### config.mk
export PLATFORM = sky130hd
export DESIGN_NAME = pov_spi_top
export DESIGN_NICKNAME = d
export VERILOG_FILES = /design/src/common/pov_pkg.sv /design/src/design/pov_spi_top.sv /design/src/design/rotation_timer.sv /design/src/spi_decoder/spi_decoder.sv /design/src/spi_iff/spi_iff.sv
export SDC_FILE = /design/constraint.sdc
export NUM_CORES = 1
export LEC_CHECK = 0
export BUFFER_PORTS_ARGS = -buffer_cell sky130_fd_sc_hd__buf_2
export CORE_MARGIN = 2
export CORE_UTILIZATION = 40
export DETAILED_ROUTE_END_ITERATION = 8
export SLEW_MARGIN = 20
export SYNTH_ARGS = -nofsm -noshare
export SYNTH_HDL_FRONTEND = slang
export SYNTH_SLANG_ARGS = --single-unit
### constraint.sdc
create_clock -name clk -period 4 [get_ports clk]
set_input_delay 0.8 -clock clk [delete_from_list [all_inputs] [get_ports clk]]
set_output_delay 0.8 -clock clk [all_outputs]
set_load 0.05 [all_outputs]
### src/common/pov_pkg.sv
// shared widths, opcodes and frame layout for the pov display spi control path
package pov_pkg;

    // frame geometry, byte 0 arrives first and sits in the top bits
    localparam int FRAME_BYTES = 7;
    localparam int BYTE_W      = 8;
    localparam int FRAME_W     = FRAME_BYTES * BYTE_W;

    // byte count of a frame, 0..7
    localparam int LEN_W       = 3;

    // led driver configuration carried by a write frame
    localparam int CONF_W      = 48;

    // revolution period word and its prescaler
    localparam int ROT_W       = 16;
    localparam int ROT_DIV     = 4;
    localparam int ROT_DIV_W   = $clog2(ROT_DIV);

    // reply bit counter must hold the value ROT_W itself
    localparam int TXCNT_W     = $clog2(ROT_W + 1);

    // exact length of a set rgb enable frame
    localparam int RGB_LEN     = 2;

    // host opcodes in byte 0
    localparam logic [BYTE_W-1:0] OP_READ_ROT   = 8'h01;
    localparam logic [BYTE_W-1:0] OP_WRITE_CONF = 8'h02;
    localparam logic [BYTE_W-1:0] OP_RGB_EN     = 8'h03;

    // opcode plus payload view of a frame
    typedef struct packed {
        logic [BYTE_W-1:0] opcode;
        logic [CONF_W-1:0] payload;
    } spi_frame_s;

    // the same 56 bits seen as bytes or as command fields
    // bytes[0] is the most significant byte thanks to the ascending range
    typedef union packed {
        logic [0:FRAME_BYTES-1][BYTE_W-1:0] bytes;
        spi_frame_s                         fields;
    } spi_frame_u;

endpackage

### src/design/pov_spi_top.sv
// pov spi control path top: spi slave, rotation timer and command decoder
`timescale 1ns/1ps

module pov_spi_top (
    input  logic                       clk,
    input  logic                       rst_n,
    input  logic                       hall,
    input  logic                       som_clk,
    input  logic                       som_cs,
    input  logic                       som_mosi,
    output logic                       som_miso,
    output logic [pov_pkg::ROT_W-1:0]  rotation_data,
    output logic [pov_pkg::CONF_W-1:0] configuration,
    output logic                       new_config_available,
    output logic                       rgb_enable
);
    import pov_pkg::*;

    // spi slave to decoder
    logic [FRAME_W-1:0] frame_data;
    logic [LEN_W-1:0]   frame_len;
    logic               frame_valid;

    // host link, rotation word goes back as the reply
    spi_iff i_spi_iff (
        .clk         (clk),
        .rst_n       (rst_n),
        .spi_clk     (som_clk),
        .spi_ss      (som_cs),
        .spi_mosi    (som_mosi),
        .spi_miso    (som_miso),
        .tx_data     (rotation_data),
        .frame_data  (frame_data),
        .frame_len   (frame_len),
        .frame_valid (frame_valid)
    );

    rotation_timer i_rotation_timer (
        .clk           (clk),
        .rst_n         (rst_n),
        .hall          (hall),
        .rotation_data (rotation_data)
    );

    spi_decoder i_spi_decoder (
        .clk                  (clk),
        .rst_n                (rst_n),
        .frame_data           (frame_data),
        .frame_len            (frame_len),
        .frame_valid          (frame_valid),
        .configuration        (configuration),
        .new_config_available (new_config_available),
        .rgb_enable           (rgb_enable)
    );

endmodule

### src/design/rotation_timer.sv
// rotation timer: measures the revolution period between hall sensor rising edges
`timescale 1ns/1ps

module rotation_timer (
    input  logic                      clk,
    input  logic                      rst_n,
    input  logic                      hall,
    output logic [pov_pkg::ROT_W-1:0] rotation_data
);
    import pov_pkg::*;

    // two sync stages plus history
    logic [2:0]           hall_q;
    logic                 hall_rise;
    logic [ROT_DIV_W-1:0] presc;
    logic                 presc_wrap;
    logic [ROT_W-1:0]     period_cnt;
    logic [ROT_W-1:0]     period_next;

    always_ff @(posedge clk or negedge rst_n) begin
        if (!rst_n) begin
            hall_q <= '0;
        end else begin
            hall_q <= {hall_q[1:0], hall};
        end
    end

    assign hall_rise = hall_q[1] & ~hall_q[2];

    // prescaler reaching its last step adds one period count
    assign presc_wrap = (presc == ROT_DIV_W'(ROT_DIV - 1));

    // saturate at all ones on very slow rotation
    always_comb begin
        period_next = period_cnt;
        if (presc_wrap && period_cnt != '1) begin
            period_next = period_cnt + 1'b1;
        end
    end

    // prescaler and period counter
    always_ff @(posedge clk or negedge rst_n) begin
        if (!rst_n) begin
            presc      <= '0;
            period_cnt <= '0;
        end else if (hall_rise) begin
            // counting restarts from zero at the edge
            presc      <= '0;
            period_cnt <= '0;
        end else begin
            presc      <= presc_wrap ? '0 : presc + 1'b1;
            period_cnt <= period_next;
        end
    end

    // latch including the step of the edge cycle, gives floor(N / ROT_DIV)
    // lands 3 clk after the hall pin rises
    always_ff @(posedge clk or negedge rst_n) begin
        if (!rst_n) begin
            rotation_data <= '0;
        end else if (hall_rise) begin
            rotation_data <= period_next;
        end
    end

endmodule

### src/spi_decoder/spi_decoder.sv
// spi frame decoder: applies write configuration and rgb enable commands from the host
`timescale 1ns/1ps

module spi_decoder (
    input  logic                        clk,
    input  logic                        rst_n,
    input  logic [pov_pkg::FRAME_W-1:0] frame_data,
    input  logic [pov_pkg::LEN_W-1:0]   frame_len,
    input  logic                        frame_valid,
    output logic [pov_pkg::CONF_W-1:0]  configuration,
    output logic                        new_config_available,
    output logic                        rgb_enable
);
    import pov_pkg::*;

    // frame seen both as bytes and as opcode plus payload
    spi_frame_u frame;

    // accepted commands of the current frame
    logic write_hit;
    logic rgb_hit;

    assign frame = frame_data;

    // command decode
    // read rotation needs no action here, its reply already went out on miso
    always_comb begin
        write_hit = 1'b0;
        rgb_hit   = 1'b0;
        if (frame_valid) begin
            case (frame.fields.opcode)
                OP_WRITE_CONF: begin
                    // full frame only, opcode plus 6 payload bytes
                    write_hit = (frame_len == LEN_W'(FRAME_BYTES));
                end
                OP_RGB_EN: begin
                    // opcode plus a single level byte
                    rgb_hit = (frame_len == LEN_W'(RGB_LEN));
                end
                default: begin
                    // unknown opcodes are dropped silently
                    write_hit = 1'b0;
                    rgb_hit   = 1'b0;
                end
            endcase
        end
    end

    // configuration register for the led driver
    always_ff @(posedge clk or negedge rst_n) begin
        if (!rst_n) begin
            configuration <= '0;
        end else if (write_hit) begin
            configuration <= frame.fields.payload;
        end
    end

    // one cycle strobe alongside each configuration update
    always_ff @(posedge clk or negedge rst_n) begin
        if (!rst_n) begin
            new_config_available <= 1'b0;
        end else begin
            new_config_available <= write_hit;
        end
    end

    // rgb enable level, bit 0 of byte 1
    // held until the next valid set rgb enable frame
    always_ff @(posedge clk or negedge rst_n) begin
        if (!rst_n) begin
            rgb_enable <= 1'b0;
        end else if (rgb_hit) begin
            rgb_enable <= frame.bytes[1][0];
        end
    end

endmodule

### src/spi_iff/spi_iff.sv
// spi mode-0 slave: syncs pins, collects up to seven frame bytes, shifts out rotation reply
`timescale 1ns/1ps

module spi_iff (
    input  logic                        clk,
    input  logic                        rst_n,
    input  logic                        spi_clk,
    input  logic                        spi_ss,
    input  logic                        spi_mosi,
    output logic                        spi_miso,
    input  logic [pov_pkg::ROT_W-1:0]   tx_data,
    output logic [pov_pkg::FRAME_W-1:0] frame_data,
    output logic [pov_pkg::LEN_W-1:0]   frame_len,
    output logic                        frame_valid
);
    import pov_pkg::*;

    // two sync stages plus one history stage for edge detection
    logic [2:0]                  sclk_q;
    logic [2:0]                  ss_q;
    logic [1:0]                  mosi_q;
    logic                        sclk_rise;
    logic                        sclk_fall;
    logic                        ss_rise;
    logic                        ss_fall;
    logic                        ss_active;
    // receive side
    logic [$clog2(BYTE_W)-1:0]   bit_cnt;
    logic [BYTE_W-2:0]           rx_byte;
    logic [BYTE_W-1:0]           rx_next;
    logic                        byte_done;
    logic [LEN_W-1:0]            byte_cnt;
    logic                        overflow;
    logic [FRAME_W-1:0]          frame_buf;
    // transmit side
    logic                        load_tx;
    logic [ROT_W-1:0]            tx_shift;
    logic [TXCNT_W-1:0]          tx_cnt;
    logic                        miso_q;

    // chip select idles high, so its sync chain resets to ones
    always_ff @(posedge clk or negedge rst_n) begin
        if (!rst_n) begin
            sclk_q <= '0;
            ss_q   <= '1;
            mosi_q <= '0;
        end else begin
            sclk_q <= {sclk_q[1:0], spi_clk};
            ss_q   <= {ss_q[1:0], spi_ss};
            mosi_q <= {mosi_q[0], spi_mosi};
        end
    end

    assign sclk_rise = sclk_q[1] & ~sclk_q[2];
    assign sclk_fall = ~sclk_q[1] & sclk_q[2];
    assign ss_rise   = ss_q[1] & ~ss_q[2];
    assign ss_fall   = ~ss_q[1] & ss_q[2];
    assign ss_active = ~ss_q[1];

    // full byte including the bit sampled on this edge, msb first
    assign rx_next   = {rx_byte, mosi_q[1]};
    assign byte_done = sclk_rise && (bit_cnt == '1);
    // reply is loaded once, when byte 0 completes
    assign load_tx   = ss_active && byte_done && (byte_cnt == '0) && !overflow;

    // bit and byte counters, restarted at every cs fall
    always_ff @(posedge clk or negedge rst_n) begin
        if (!rst_n) begin
            bit_cnt  <= '0;
            byte_cnt <= '0;
            overflow <= 1'b0;
        end else if (ss_fall) begin
            bit_cnt  <= '0;
            byte_cnt <= '0;
            overflow <= 1'b0;
        end else if (ss_active && sclk_rise) begin
            bit_cnt <= bit_cnt + 1'b1;
            if (byte_done) begin
                // an eighth byte marks the frame as too long
                if (byte_cnt == LEN_W'(FRAME_BYTES)) begin
                    overflow <= 1'b1;
                end else begin
                    byte_cnt <= byte_cnt + 1'b1;
                end
            end
        end
    end

    // byte shifter and frame store
    always_ff @(posedge clk) begin
        if (ss_fall) begin
            // unreceived bytes must read back as zero
            frame_buf <= '0;
        end else if (ss_active && sclk_rise) begin
            rx_byte <= rx_next[BYTE_W-2:0];
            if (byte_done && byte_cnt != LEN_W'(FRAME_BYTES)) begin
                frame_buf[(FRAME_BYTES - 1 - int'(byte_cnt)) * BYTE_W +: BYTE_W] <= rx_next;
            end
        end
    end

    // end of frame strobe, third clk edge after the cs pin rises
    always_ff @(posedge clk or negedge rst_n) begin
        if (!rst_n) begin
            frame_valid <= 1'b0;
        end else begin
            frame_valid <= ss_rise;
        end
    end

    assign frame_data = frame_buf;
    assign frame_len  = overflow ? '0 : byte_cnt;

    // reply control, miso moves on falling sclk so the master samples it on the rise
    always_ff @(posedge clk or negedge rst_n) begin
        if (!rst_n) begin
            tx_cnt <= '0;
            miso_q <= 1'b0;
        end else if (!ss_active) begin
            tx_cnt <= '0;
            miso_q <= 1'b0;
        end else if (load_tx) begin
            tx_cnt <= TXCNT_W'(ROT_W);
        end else if (sclk_fall) begin
            if (tx_cnt != '0) begin
                miso_q <= tx_shift[ROT_W-1];
                tx_cnt <= tx_cnt - 1'b1;
            end else begin
                // drained after byte 2
                miso_q <= 1'b0;
            end
        end
    end

    // reply data shifter
    always_ff @(posedge clk) begin
        if (load_tx) begin
            tx_shift <= tx_data;
        end else if (ss_active && sclk_fall && tx_cnt != '0) begin
            tx_shift <= {tx_shift[ROT_W-2:0], 1'b0};
        end
    end

    // the raw pin keeps miso low during the cs sync delay
    assign spi_miso = miso_q & ~spi_ss;

endmodule
# Word level (Yosys, flattened, before mapping)
# Cells that the tools add are included.
totals:
  input_bits: 6
  register_bits: 188
  output_inout_bits: 67
classes:
  bitwise_logic: 13
  eq_ne: 11
  reduce_logical: 25
  n_mux: 30
  shift: 2
  add_sub_neg: 7
op_table:
  columns: ["operator", "count"]
  rows:
  - ["two-way mux 16 bit", 4]
  - ["bitwise mux 56 bit", 1]
  - ["variable shift 8 x 33 -> 56 bit, first input constant", 1]
  - ["indexed part select 8 x 33 -> 56 bit", 1]
  - ["negation 32 -> 33 bit", 1]
  - ["two-way mux 3 bit", 7]
  - ["two-way mux 5 bit", 4]
  - ["adder 16 x 1 -> 16 bit, second input constant", 1]
  - ["equality test 8 x 2 -> 1 bit, second input constant", 2]
  - ["inequality test 16 bit, second input constant", 1]
  - ["two-way mux 1 bit", 12]
  - ["nonzero test 2 bit", 5]
  - ["equality test 3 bit, second input constant", 3]
  - ["logical AND 1 bit", 9]
  - ["AND reduction 2 bit", 4]
  - ["inverter 1 bit", 7]
  - ["adder 3 x 1 -> 3 bit, second input constant", 2]
  - ["bitwise AND 1 bit", 6]
  - ["AND reduction 3 bit", 2]
  - ["nonzero test 3 bit", 2]
  - ["nonzero test 5 bit", 1]
  - ["subtractor 5 x 1 -> 5 bit, second input constant", 1]
  - ["two-way mux 2 bit", 2]
  - ["inequality test 2 x 1 -> 1 bit, second input constant", 2]
  - ["other kinds (7)", 7]

# Depth between registers and ports, before layout
# Gate-level depths: netlist of the first run.
depth:
  depth_word: 8
  mapped_depth: 12
  mapped_depth_nobuf: 9

# Hierarchy
# From an unflattened synthesis of the first run, not the netlist that was laid out.
unflattened:
  hier_cells: 669
  hier_area_um2: 7925.1
modules_own_cells:
  columns: ["module", "cells_per_inst", "n_inst", "area_each_um2"]
  rows:
  - ["spi_iff", 387, 1, 4309.1]
  - ["spi_decoder", 112, 1, 1930.6]
  - ["rotation_timer", 170, 1, 1685.4]

# Worst setup path after synthesis of the first run
# No wires, ideal clock.
synth_path:
  path_type: "reg2reg"
  start: "reg i_spi_iff.byte_cnt[0]"
  end: "reg i_spi_iff.frame_buf[25], in the netlist i_spi_iff.frame_data[25]"
  arrival_ns: 3.143
  setup_ns: 0.119
  path_stages_with_launch: 11
  path_buffers: 2
  required_ns: 3.881
  setup_slack_ns: 0.738
  path_cell_list: "dfrtp_1 > clkbuf_1 > inv_1 > ha_1 > nand3_1 > ha_1 > or4b_4 > o22a_4 > or4_4 > buf_6 > mux2i_1"
synth_via:
  elab_chain_len: 4
  elab_cells_between_ends: 8
synth_lines:
  columns: ["item", "line_no", "source"]
  rows:
  - ["start, declared", "spi_iff.sv:32", "logic [LEN_W-1:0] byte_cnt;"]
  - ["start signal, assigned", "spi_iff.sv:83", "byte_cnt <= byte_cnt + 1'b1;"]
  - ["subtractor 3 x 3 -> 4 bit", "spi_iff.sv:97", "frame_buf[(FRAME_BYTES - 1 - int'(byte_cnt)) * BYTE_W +: BYTE_W] <= rx_next;"]
  - ["negation 32 -> 33 bit", "spi_iff.sv:97", null]
  - ["indexed part select 8 x 33 -> 56 bit / variable shift 8 x 33 -> 56 bit (equally long branches)", "spi_iff.sv:97", null]
  - ["bitwise mux 56 bit", "spi_iff.sv:97", null]
  - ["end signal, assigned by index", "spi_iff.sv:97", null]
  - ["end, declared", "spi_iff.sv:34", "logic [FRAME_W-1:0] frame_buf;"]
# Several ways; a longest one is shown, not always the timed one.
# A chain may end at the register's enable or synchronous reset.

# Worst setup path in the final report of the first run
layout_path:
  start: "reg i_spi_iff.byte_cnt[0]"
  end: "reg i_spi_iff.frame_buf[26], in the netlist i_spi_iff.frame_data[26]"
# The elaborated chain is that of the path after synthesis.

==> results.md, run 1 <==
- Slew HR: about 34%
- Worst path arrival time: 3.93 ns
- Root Buffer: clkbuf_16
- Crit path to: i_spi_iff.frame_data[26]
- Most frequent cells in the layout: nand2_1 (138), dfrtp_1 (106), buf_2 (71)
- Mapped Nets: 720
- Initial Util: between 40% and 50%
- Post-CTS Hold Buffers: 0
- Syn_area_per_cell: 11.2 µm²
- CTS Sinks: 188
- Worst Setup SP: i_spi_iff.byte_cnt[0]
- Fmax: 277 MHz
- PnR worst setup slack: 0.389 ns
- Worst-path clk slew: 0.07 ns
- Antenna cells: 0
- Nets: 785
- Port bufs: just over 70
- FP Rows: about 50
- Required @ worst endpoint: between 4 and 5 ns
- Residual DRC count: 0
- R2R Setup Slk: 0.39 ns
- Pre-CTS setup slack: 0.390 ns
- Post-CTS Setup Inserts: 0
- Worst-Margin Slew: 0.980 ns
- #FFs+latches synth: around 190
- Cell Count, Final, Fillers Out: 1043
- I/O pin cnt: 73
- Synth top area share: 33.7%
- Total gr overflow: 0
- TritonCTS clock tree: yes
- Critical path, cell by cell: ha_1, ha_1, nand3_1, inv_1, ha_1, or4b_4, o22a_4, or4_4, mux2i_1
- WL per Instance: around 15 µm
- Die area: ~0.021 mm²
- Core area: 0.0194 mm²
- Initial antenna violation count: 0
- Share of cells above drive strength 1: 23.4%
- Post-synth EDFFs: 23
- CP Class: reg -> reg
- Final Cell Area: 0.00908 mm²
- H-tree Lvls: 4
- Dominant synthesized flop cell: dfrtp_1
- Total track usage: 16.2%
- Leakage Power: 4.22 nW
- GP Congestion: 0.833
- Final period util: roughly nine tenths
- Async S/R FF share, synth: 58.0%
- Total wire length: 15900 µm
- PostCTS Resize Cnt: 0
- Outcome: finished clean
- TritonRoute pass-1 iters: 5
- Ys Warns: 0
- Fin Setup TNS: 0 ns
- Initial drt markers: 297
- DR vias: 5289
- Syn-to-layout area delta: 15.5%
- CTS buffer count: 17
- Setup violators final: 0
- Final core area utilization: 46.8%
- Max IR drop VDD: 0.000298 V
- Die Y: 144 µm
- Detailed placement HPWL: 11500 µm
- Routed vias/inst: 5.07
- Synth top area cells: dfrtp_1 (34%), dfxtp_1 (14%), edfxtp_1 (8.8%)
- Placed Area: 0.00850 mm²
- RR Startpoint: i_spi_iff.byte_cnt[0]
- Total Power: 3.85 mW
- Post-synth cell types: 53
- Most common cell after layout, fill and taps aside: nand2_1
- Synthesized cell area: 0.00786 mm²
- Synth area leader: dfrtp_1
- Worst-case reg-to-reg path depth: 9
- Max cap viols: 0
- FF-to-FF End: i_spi_iff.frame_data[26]
- Antenna viol nets, final: 0
- Layout Skew: 0.0114 ns
- # placed instances: 1011
- Largest net degree at the start of global routing: 73
- Post-Route Hold Slack: approximately 0.35 ns
- DIE WIDTH: 144 µm
- Fin. Hold Viols: 0
- Fin. max-slew vios: 0
- Clk Latency, worst-skew pair: 0.44 ns
- First-pass GRT wire length: between 20000 and 30000 µm
- RSZ-0062 raised after global routing: no
- Crit-path max FO: 16
- Worst min-delay path class: reg -> reg
- Slowest cell on the critical path: or4_4
- Synth Instances: 700
- CP most frequent cell: ha_1
- Vias in the first global route: 5285
- CP startpoint kind: flip-flop
- Max incr delay on CP: approximately 0.65 ns
- Max clock buf depth: 2
- Setup crit end kind: flip-flop
- PwrDens: approximately 420 mW/mm²
- Sequential share of the synthesized area: 57.8%
- Minimum clock period: 3.61 ns
## power breakdown
group	internal (mW)	total, mW	switching, mW
combinational	0.0585	0.218	0.159
clock	0.884	1.63	0.743
sequential	1.97	2.01	0.0417
total	2.91	3.85	0.945
## metal layers
| layer | global-route usage, % | part of all wire, % | up-vias |
|---|---|---|---|
| met5 | 0 | 0 | - |
| met2 | 27.8 | 50 | 111 |
| met1 | 19.7 | 44 | 2576 |
| met3 | 4.50 | 4.7 | 16 |
| met4 | 5.21 | 1.3 | 0 |
| li1 | - | - | 2586 |
## worst max-delay path: cells and delay by family (launching register included)
family	cells	cell delay [ns]
compound gates	1	0.27
simple gates	3	1.40
flops	1	0.53
buf+inv	1	0.05
fa+ha+maj	3	1.07
mux	1	0.15
## area by class of cell
type | count | area (µm²)
clock buffer | 21 | 482
clock inverter | 11 | 97.6
fill | 1850 | 10300
inverter | 10 | 37.5
multi-input combinational | 466 | 3140
sequential | 188 | 4540
tap | 265 | 332
timing repair buffer | 82 | 450
## cell families (layout without fill, tap and decap cells)
kind of cell,count (synthesis),in the layout,share of synthesized area [%]
AND/OR/NAND/NOR,281,281,17.7
flip-flops,188,188,57.8
buffers and inverters,46,124,2.53
multiplexers,107,107,14.4
AO/OA/AOI/OAI,57,57,4.57
XOR/XNOR,7,7,0.780
adder cells (fa/ha/maj),14,14,2.23
## how the worst min path moves through the flow
stage	from	to	cells after the start
after floorplan	i_rotation_timer.hall_q[0]	i_rotation_timer.hall_q[1]	0
after global placement	i_rotation_timer.hall_q[0]	i_rotation_timer.hall_q[1]	0
after detailed placement	i_rotation_timer.hall_q[0]	i_rotation_timer.hall_q[1]	0
after CTS	i_spi_iff.ss_q[0]	i_spi_iff.ss_q[1]	0
after global routing	i_spi_iff.ss_q[0]	i_spi_iff.ss_q[1]	0
final	i_spi_iff.sclk_q[0]	i_spi_iff.sclk_q[1]	0
## state kept, by name (all words and copies together), names as in the netlist, 2 cells and up
name and flops:
i_rotation_timer.rotation_data 16, i_spi_iff.rx_byte 7, i_spi_iff.frame_data 56, i_spi_decoder.configuration 48, i_spi_iff.mosi_q 2, i_spi_iff.byte_cnt 3, i_spi_iff.tx_shift 16, i_spi_iff.sclk_q 3
i_rotation_timer.hall_q 3, i_spi_iff.tx_cnt 5, i_rotation_timer.presc 2, i_spi_iff.ss_q 3, i_rotation_timer.period_cnt 16, i_spi_iff.bit_cnt 3
## Yosys cell counts (14+ instances only)
| library cell | count |
|---|---|
| nand2_1 | 138 |
| mux2i_1 | 57 |
| edfxtp_1 | 23 |
| ha_1 | 14 |
| nor2_1 | 28 |
| clkbuf_1 | 24 |
| dfrtp_1 | 106 |
| nand3_1 | 27 |
| dfxtp_1 | 56 |
| mux2_2 | 50 |
| a21oi_1 | 16 |
(Power assumes the default switching activity.)
==> run 2, diff against run 1 <==
==> constraint.sdc (replaced) <==
create_clock -name clk -period 3.04 [get_ports clk]
set_input_delay 0.608 -clock clk [delete_from_list [all_inputs] [get_ports clk]]
set_output_delay 0.608 -clock clk [all_outputs]
set_load 0.05 [all_outputs]
==> results.md, run 2 (synthesis results as in run 1) <==
- Total wire length: 16600 µm
- Placed Area: 0.00864 mm²
- TritonCTS clock tree: yes
- Worst min-delay path class: in -> async
- CP startpoint kind: flip-flop
- Fin. Hold Viols: 0
- Initial Util: roughly 41%
- Worst path arrival time: between 3 and 4 ns
- Max cap viols: 0
- Root Buffer: clkbuf_16
- P_int: around 3.9 mW
- Port bufs: between 70 and 80
- Residual DRC count: 0
- Post-CTS Hold Buffers: 0
- Critical path, cell by cell: ha_2, ha_4, nand3_2, inv_2, ha_4, or4b_4, o22a_4, or4_4, mux2i_1
- Die area: 0.0208 mm²
- WL per Instance: 15.7 µm
- Slowest cell on the critical path: or4_4
- Clk Latency, worst-skew pair: ~0.42 ns
- DR vias: 5379
- I/O pin cnt: 73
- Crit-path max FO: 8
- Total gr overflow: 0
- Worst-case reg-to-reg path depth: 9
- Vias in the first global route: about 5500
- Max clock buf depth: 2
- Largest net degree at the start of global routing: 56
- Minimum clock period: 2.94 ns
- Post-Route Hold Slack: 0.248 ns
- CTS buffer count: 17
- Worst-path clk slew: 0.06 ns
- Sw Ratio: approximately 23%
- Nets: 804
- Initial antenna violation count: 0
- Fmax: 341 MHz
- Max incr delay on CP: 0.62 ns
- TritonRoute pass-1 iters: 4
- Leakage Power: 4.30 nW
- Psw: 1.16 mW
- CP most frequent cell: ha_4
- GP Congestion: 0.866
- DIE WIDTH: 144 µm
- PwrDens: 547 mW/mm²
- Max IR drop VDD: approximately 0.0004 V
- First-pass GRT wire length: 27200 µm
- Slew HR: 52.4%
- Routed vias/inst: between 5 and 6
- Initial drt markers: 265
- Outcome: finished clean
- Required @ worst endpoint: 3.34 ns
- Share of cells above drive strength 1: between 20% and 30%
- Clock share of power: 42.3%
- Largest register FFs: 56
- Setup violators final: 0
- Antenna cells: 0
- Share of power burned in registers: 52.0%
- Antenna viol nets, final: 0
- Detailed placement HPWL: 12000 µm
- Fin. max-slew vios: 0
- H-tree Lvls: 4
- FP Rows: 51
- Final Cell Area: 0.00930 mm²
- Syn-to-layout area delta: 18.3%
- Layout Skew: 0.00935 ns
- Worst-Margin Slew: 0.715 ns
- Most common cell after layout, fill and taps aside: nand2_1
- Die Y: 144 µm
- CTS Sinks: 188
- Total track usage: 16.6%
- Logic pwr share: between 5 and 6%
- Final period util: 96.6%
- Setup crit end kind: flip-flop
- Final core area utilization: 48.0%
- RSZ-0062 raised after global routing: yes
- Most frequent cells in the layout: nand2_1 (138), dfrtp_1 (106), buf_2 (71)
- Core area: roughly 0.019 mm²
- CP Class: reg -> reg
-- run 2: cell types whose count changed in the layout (fill, tap and decap cells not counted), sizes merged --
cell	delta
clkinvlp	+3
buf	+19
inv	-5
clkbuf	+6
clkinv	-5
bufinv	+1
-- run 2: worst max-delay path: cells and delay by family, from the launching register on --
| kind | cells | cell delay (ns) |
|---|---|---|
| adders and majority gates | 3 | 0.72 |
| and+or+nand+nor | 3 | 1.26 |
| buffers and inverters | 1 | 0.08 |
| DFF | 1 | 0.39 |
| muxes | 1 | 0.16 |
| AOI/OAI and AO/OA | 1 | 0.21 |
-- run 2: repair_timing --
item,in CTS,in global routing
gates resized for setup,4,7
pin swaps,0,6
endpoints found under the setup margin,23,30
cloned,0,0
setup buffers,0,3
-- run 2: layout make-up --
type | instances | area [µm²]
Clock buffer | 27 | 523
Sequential cell | 188 | 4540
Clock inverter | 5 | 57.6
Timing Repair Buffer | 101 | 608
Inverter | 10 | 40.0
Multi-Input combinational cell | 466 | 3200
Fill cell | 1841 | 10100
Tap cell | 265 | 332
-- run 2: metrics by stage --
stage	instances	setup slack, ns	power [mW]	setup TNS, ns
detailed placement	1027	-0.0563	2.99	-0.512
finish	1062	0.104	5.09	0
global placement	1027	0.0439	2.98	0
floorplan	700	0.00830	2.88	0
CTS	1059	0.00406	5.15	0
global route	1062	-0.00232	5.28	-0.00232
-- run 2: metal layers --
metal | vias up | global-route usage (%) | routed length [µm]
met5 | - | 0 | 0
met4 | 0 | 6.49 | 363
met3 | 26 | 3.87 | 745
met2 | 107 | 28.5 | 8150
met1 | 2634 | 20.3 | 7360
li1 | 2612 | - | -
-- run 2: path summary, 6_finish.rpt --
check	startpoint	end	slack, ns
worst max register to register	i_spi_iff.byte_cnt[1]	i_spi_iff.frame_data[26]	0.10
max in group asynchronous	rst_n	i_spi_iff.ss_q[2]	1.98
worst min register to register	i_spi_iff.mosi_q[0]	i_spi_iff.mosi_q[1]	0.35
min in group clk	hall	i_rotation_timer.hall_q[0]	0.29
worst min-delay path	rst_n	i_spi_decoder.configuration[25]	0.25
worst max-delay path	i_spi_iff.byte_cnt[1]	i_spi_iff.frame_data[26]	0.10
-- run 2: power by group through the flow --
stage / clock [mW] / combinational, mW / sequential [mW]
3_5_place_dp: 0 / 0.296 / 2.69
5_1_grt: 2.31 / 0.318 / 2.65
4_1_cts: 2.21 / 0.296 / 2.64
2_1_floorplan: 0 / 0.119 / 2.76
6_report: 2.15 / 0.291 / 2.64
3_3_place_gp: 0 / 0.287 / 2.69
